$ cat src/include/adc_consts.svh
`ifndef ADC_CONSTS_SVH
`define ADC_CONSTS_SVH

// Sine table
`define SINE_DEPTH 512
`define PHASE_W 9

// Signed sample with full scale 1.0 at 32768
`define SAMPLE_W 16
`define SINE_AMPL 16384

// Conversion code and weight of the lowest SAR step
`define CODE_W 9
`define SAR_UNIT 32

// Frame sizes of the two capture paths
`define WIDE_LANES 96
`define NARROW_LANES 48

// Half periods of the divided clocks in clk cycles
`define FRAME_HALF 48
`define REG_HALF 120

`endif
$ cat src/verilog/adc_pkg.sv
`include "adc_consts.svh"

package adc_pkg;

    // One sample out of the sine source
    typedef logic signed [`SAMPLE_W-1:0] sample_t;

    // One conversion result with the MSB decided first
    typedef logic [`CODE_W-1:0] code_t;

    // Code with its strobe for each converted sample
    typedef struct packed {
        logic  valid;
        code_t code;
    } code_beat_t;

endpackage

$ cat src/verilog/lane_deinterleaver.sv
`timescale 1ns/1ps
`include "adc_consts.svh"

module lane_deinterleaver #(
    parameter int LANES    = 96,
    parameter int DECIMATE = 1
) (
    input  logic                       clk,
    input  logic                       reset,
    input  logic                       enable,
    input  adc_pkg::code_beat_t        beat,
    output logic [LANES*`CODE_W-1:0]   frame,
    output logic                       frame_valid
);

    localparam int BEATS  = LANES * DECIMATE;
    localparam int CNT_W  = (BEATS > 1) ? $clog2(BEATS) : 1;
    localparam int SLOT_W = (LANES > 1) ? $clog2(LANES) : 1;

    logic [CNT_W-1:0]  beat_cnt;
    logic [SLOT_W-1:0] slot;
    logic              selected;
    logic              write_en;
    logic              last_beat;
    logic              armed;
    logic              armed_next;
    logic              publish;

    logic [LANES-1:0][`CODE_W-1:0] staging;
    logic [LANES-1:0][`CODE_W-1:0] staging_next;

    assign selected  = (beat_cnt % DECIMATE) == 0;
    assign slot      = SLOT_W'(beat_cnt / DECIMATE);
    assign write_en  = beat.valid && enable && selected;
    assign last_beat = beat_cnt == CNT_W'(BEATS - 1);

    // A frame stays armed only while enable holds from its first beat on
    assign armed_next = (beat_cnt == '0) ? enable : (armed && enable);
    assign publish    = beat.valid && last_beat && armed_next;

    // Incoming code merged in so the last slot lands in the same frame
    always_comb begin
        staging_next = staging;
        if (write_en) begin
            staging_next[slot] = beat.code;
        end
    end

    always_ff @(posedge clk or posedge reset) begin
        if (reset) begin
            beat_cnt <= '0;
            armed    <= 1'b0;
        end else if (beat.valid) begin
            beat_cnt <= last_beat ? '0 : beat_cnt + 1'b1;
            armed    <= armed_next;
        end
    end

    always_ff @(posedge clk) begin
        staging <= staging_next;
    end

    always_ff @(posedge clk or posedge reset) begin
        if (reset) begin
            frame       <= '0;
            frame_valid <= 1'b0;
        end else begin
            frame_valid <= publish;
            if (publish) begin
                frame <= staging_next; // Holds until the next published frame
            end
        end
    end

endmodule

$ cat config.mk
export PLATFORM = sky130hd
export DESIGN_NAME = lane_deinterleaver
export DESIGN_NICKNAME = d
export VERILOG_FILES = /design/src/verilog/adc_pkg.sv /design/src/verilog/lane_deinterleaver.sv
export VERILOG_INCLUDE_DIRS = /design/src /design/src/include
export SDC_FILE = /design/constraint.sdc
export NUM_CORES = 2
export LEC_CHECK = 0
export ABC_AREA = 1
export BUFFER_PORTS_ARGS = -buffer_cell sky130_fd_sc_hd__buf_2
export CAP_MARGIN = 20
export CORE_UTILIZATION = 50
export DETAILED_ROUTE_END_ITERATION = 10
export PLACE_DENSITY_LB_ADDON = 0.12
export SYNTH_ARGS = -nofsm -noshare
export SYNTH_HDL_FRONTEND = slang
export SYNTH_SLANG_ARGS = --single-unit
$ cat constraint.sdc
create_clock -name clk -period 43 [get_ports clk]
set_clock_uncertainty 0.05 [all_clocks]
set_input_delay 12.9 -clock clk [delete_from_list [all_inputs] [get_ports clk]]
set_output_delay 12.9 -clock clk [all_outputs]
set_load 0.005 [all_outputs]
Word-level counts from Yosys, hierarchy flattened
Index checks and enable logic that the tools add are counted.

Register bits after elaboration: 1737. Logic and storage cells: 116. Output and inout port bits: 865.

Equal/unequal tests: 1. Magnitude comparators: 2. Reductions and logical operators: 6. Multiplexer cells: 6. Add/sub/neg operators: 1.

Operators by type and width (count): $bwmux W864 (1); $mux W864 (1); $demux W9 S7 (1); $mux W9 (1); $lt A7 B8 Y1 const B (1); $add A7 B1 Y7 const B (1); $eq A7 B7 Y1 const B (1); $ge A7 B1 Y1 const B (1); $logic_not A7 Y1 (1); $mux W7 (1); $logic_and A1 B1 Y1 (5); $mux W1 (1).

Longest topological paths before layout
Depth in word-level cells: 6. Depth in mapped cells: 13. Mapped depth without buffers: 10.

Worst setup path before layout
No wires, ideal clock.

Path kind: input to register. From: input beat[9] (netlist bit). To: register frame[387]. Stages: 9. Required time: 42.833 ns. Arrival time: 14.129 ns. Buffers on the path: 2. Setup time: 0.117 ns. Setup slack: 28.704 ns. Path through: buf_2 nand2_2 buf_2 nor2_2 nand3_1 nand2_1 nand2_1 nand2_1 nand2_1.

RTL lines: start: declaration (line lane_deinterleaver.sv:11) `input adc_pkg::code_beat_t beat,`; end signal: assignment (line lane_deinterleaver.sv:70) `frame <= staging_next;`; end: declaration (line lane_deinterleaver.sv:12) `` output logic [LANES*`CODE_W-1:0] frame, ``.

Final worst setup path
From: input beat[9] (netlist bit). To: register frame[380].

Longest elaborated chain between the ends: 2. Elaborated cells on any way between the ends: 4.

Ends and longest elaborated chain (line): $logic_and A1 B1 Y1, on equally long branches (lane_deinterleaver.sv:34, lane_deinterleaver.sv:39); $mux W864 or $logic_and A1 B1 Y1 (tied branches) (lane_deinterleaver.sv:44, lane_deinterleaver.sv:39).

Parallel ways exist; a longest one is shown, timed or not. A chain may end at the register's enable or synchronous reset.

==> flow_summary.toml <==
[outcome]
status = "complete, no violations"

[routing]
vias_per_cell = 5.22
drc_errors = 0
finalWirelength_microns = 214000
drtPass1Iterations = 6
first_iter_violations = 5153
wire_per_inst_microns = 21.1
route.vias.total = 53000
ant_nets = 0

[critical_path]
reg2reg_depth = 12
critPathCapture = "frame[380]"
cp_max_fo = 181
r2r-start = "beat_cnt[5]"
setup.worst_path.class = "in2reg"
cp-end-kind = "flip-flop"
reg2reg_slack_ps = 37680
cp.arrival_ps = 17680
crit_path_start_kind = "primary input"
required_ps = 43680
cp-startpoint = "beat[9]"
timing.rr.end = "frame[380]"

[final_layout]
layout-drive-gt1-share = 0.148
area_growth_pct = 17.9
final_design_area_no_fill_sq_um = 73500
num-fill-cells = 11300
post-route-util = 0.594
finalNonFillerCells = 10100
fin_nets = 8377

[yosys]
ys_seq_elements = 1737
yosys.area.top_type_share = 0.350
synth_edf_count = 0
synthTopCellsByCount = "nand2_1 (4821), dfrtp_1 (873), dfxtp_1 (864)"
yosys-top-cells-area = "dfrtp_1 (35%), nand2_1 (29%), dfxtp_1 (28%), nand3_1 (3.8%), buf_2 (1.5%)"
yosysSeqAreaShare = 0.628
synth_nets = 7654
syn_area_sq_um = 62300
synthFlopType = "dfrtp_1"
ys_types = 22
synth_top_area_cell = "dfrtp_1"
async_flop_share = 0.503
synth_cells = 7639
synth_warnings = 0
synth_area_per_cell_sq_um = 8.16
synth.most_common_cell = "nand2_1"

[global_routing]
met2_usage = 0.508
grt_overflow = 0
grt_pass1_wl_microns = 315000
grt.total_usage = 0.333
grt_pass1_vias = 49600
grt_max_degree = 215
met1_usage = 0.459
antenna_found_initial = 4
grt_busiest_layer = "met2"
met3_usage = 0.0507

[cts]
cts_root_buffer = "clkbuf_16"
htree_levels = 4
cts_buffers = 172
clock_path_buffers = 3
clk_latency_ps = 820
cts_tree = "done"
cts_setup_buffers = 0
post_cts_resized = 0
cts_sinks = 1737
cts_hold_buf = 0
path_clk_slew_ps = 60

[placed_design]
post-dp-hpwl_microns = 134000
port_buffers = 877
place_area_sq_um = 67800
place_congestion = 0.840
dpl.cell_count = 9824

[timing]
finalHoldViolations = 0
max_slew_margin = 0.237
fin_crit_ps = 17000
worst_pin_slew_ps = 1140
fin_crit_sh = 0.395
maxSlewViolCount = 0
setup_tns_ps = 0
setup-violations-final = 0
rsz0062_at_grt = "false"
whs_ps = 393
max_freq_ghz = 0.0588

[die]
ioPinCount = 878
rows = 129
die_h_microns = 355
core_area_sq_um = 124000
dieArea_sq_um = 126000
initial_core_util = 0.504
die_x_microns = 355

[worst_hold_path]
hold_class = "reg2reg"

[power_and_ir_drop]
p_per_area_nw_per_um2 = 50.7
peakVddDrop_uv = 42.3
p_leak_nw = 41.9

[flow_run]
maxCapViolCount = 0
## per-layer routing
metal | vias to the layer above | share of wire
li1 | 24900 | -
met1 | 25400 | 0.42
met2 | 2198 | 0.45
met3 | 443 | 0.071
met4 | 0 | 0.056
met5 | - | 0
## cell usage in the layout, fill, tap and decap left out, types with 5 or more instances in the layout
cell | netlist | routed
nor2_4 | 1 | 25
dfxtp_1 | 864 | 864
clkbuf_1 | 208 | 64
clkbuf_8 | 0 | 46
nor2_1 | 95 | 80
o21ai_0 | 5 | 5
nor2_2 | 22 | 13
dfrtp_1 | 873 | 873
inv_1 | 31 | 30
nand2_1 | 4821 | 4821
buf_4 | 2 | 81
inv_2 | 5 | 5
buf_2 | 182 | 868
nand4_1 | 30 | 30
clkbuf_16 | 0 | 176
nand3_1 | 473 | 473
clkinv_2 | 0 | 19
## logic make-up after synthesis
| kind of cell | synth area share |
|---|---|
| compound gates | 0.000502 |
| simple gates | 0.341 |
| flops | 0.628 |
| buf+inv | 0.0304 |
| fa+ha+maj | 0.000401 |
| xor+xnor | 0.000141 |
## sequential cells by signal, summed over array words and instances (netlist names)
register	count
frame	864
staging	864
frame_valid	1
armed	1
beat_cnt	7
## final cells by class
cell class                 count  area [sq um]  share of cell area
inverter                      36           143             0.00194
tap                         1637          2050              0.0279
antenna                        2          5.00           0.0000681
clock buffer                 286          5280              0.0718
timing repair buffer         955          5090              0.0692
sequential                  1737         39100               0.533
clock inverter                34           348             0.00473
multi-input combinational   5460         21400               0.292
## critical path, cell delays in order
cell     delay (ps)
buf_2           220
nand2_2          70
buf_4           300
inv_1           190
nand2_1         120
nor2_4          360
buf_4           730
buf_12          550
buf_4           490
buf_16          330
buf_4           790
nand2_1         140
nand2_1         100
## stage by stage
step	power (mW)	worst slack, ps
floorplan	2.12	5510
global placement	2.24	25110
detailed placement	2.26	25040
CTS	3.74	25870
global route	3.87	25650
finish	3.73	26000
## how the worst min path moves through the flow
| stage | start | to | slack, ps | cells after the start |
|---|---|---|---|---|
| after floorplan | staging[387] | staging[387] | 370 | 2 |
| after global placement | staging[607] | staging[607] | 370 | 2 |
| after detailed placement | staging[73] | staging[73] | 380 | 2 |
| after CTS | staging[13] | staging[13] | 390 | 2 |
| after global routing | staging[525] | staging[525] | 400 | 2 |
| final | staging[151] | staging[151] | 390 | 2 |
## power breakdown
part           switching [mW]  internal [mW]  total (mW)
combinational           0.311         0.0851       0.396
clock                   0.644          0.852        1.50
sequential             0.0477           1.79        1.84
total                    1.00           2.73        3.73
No activity file was read; power rests on OpenSTA's default activity.
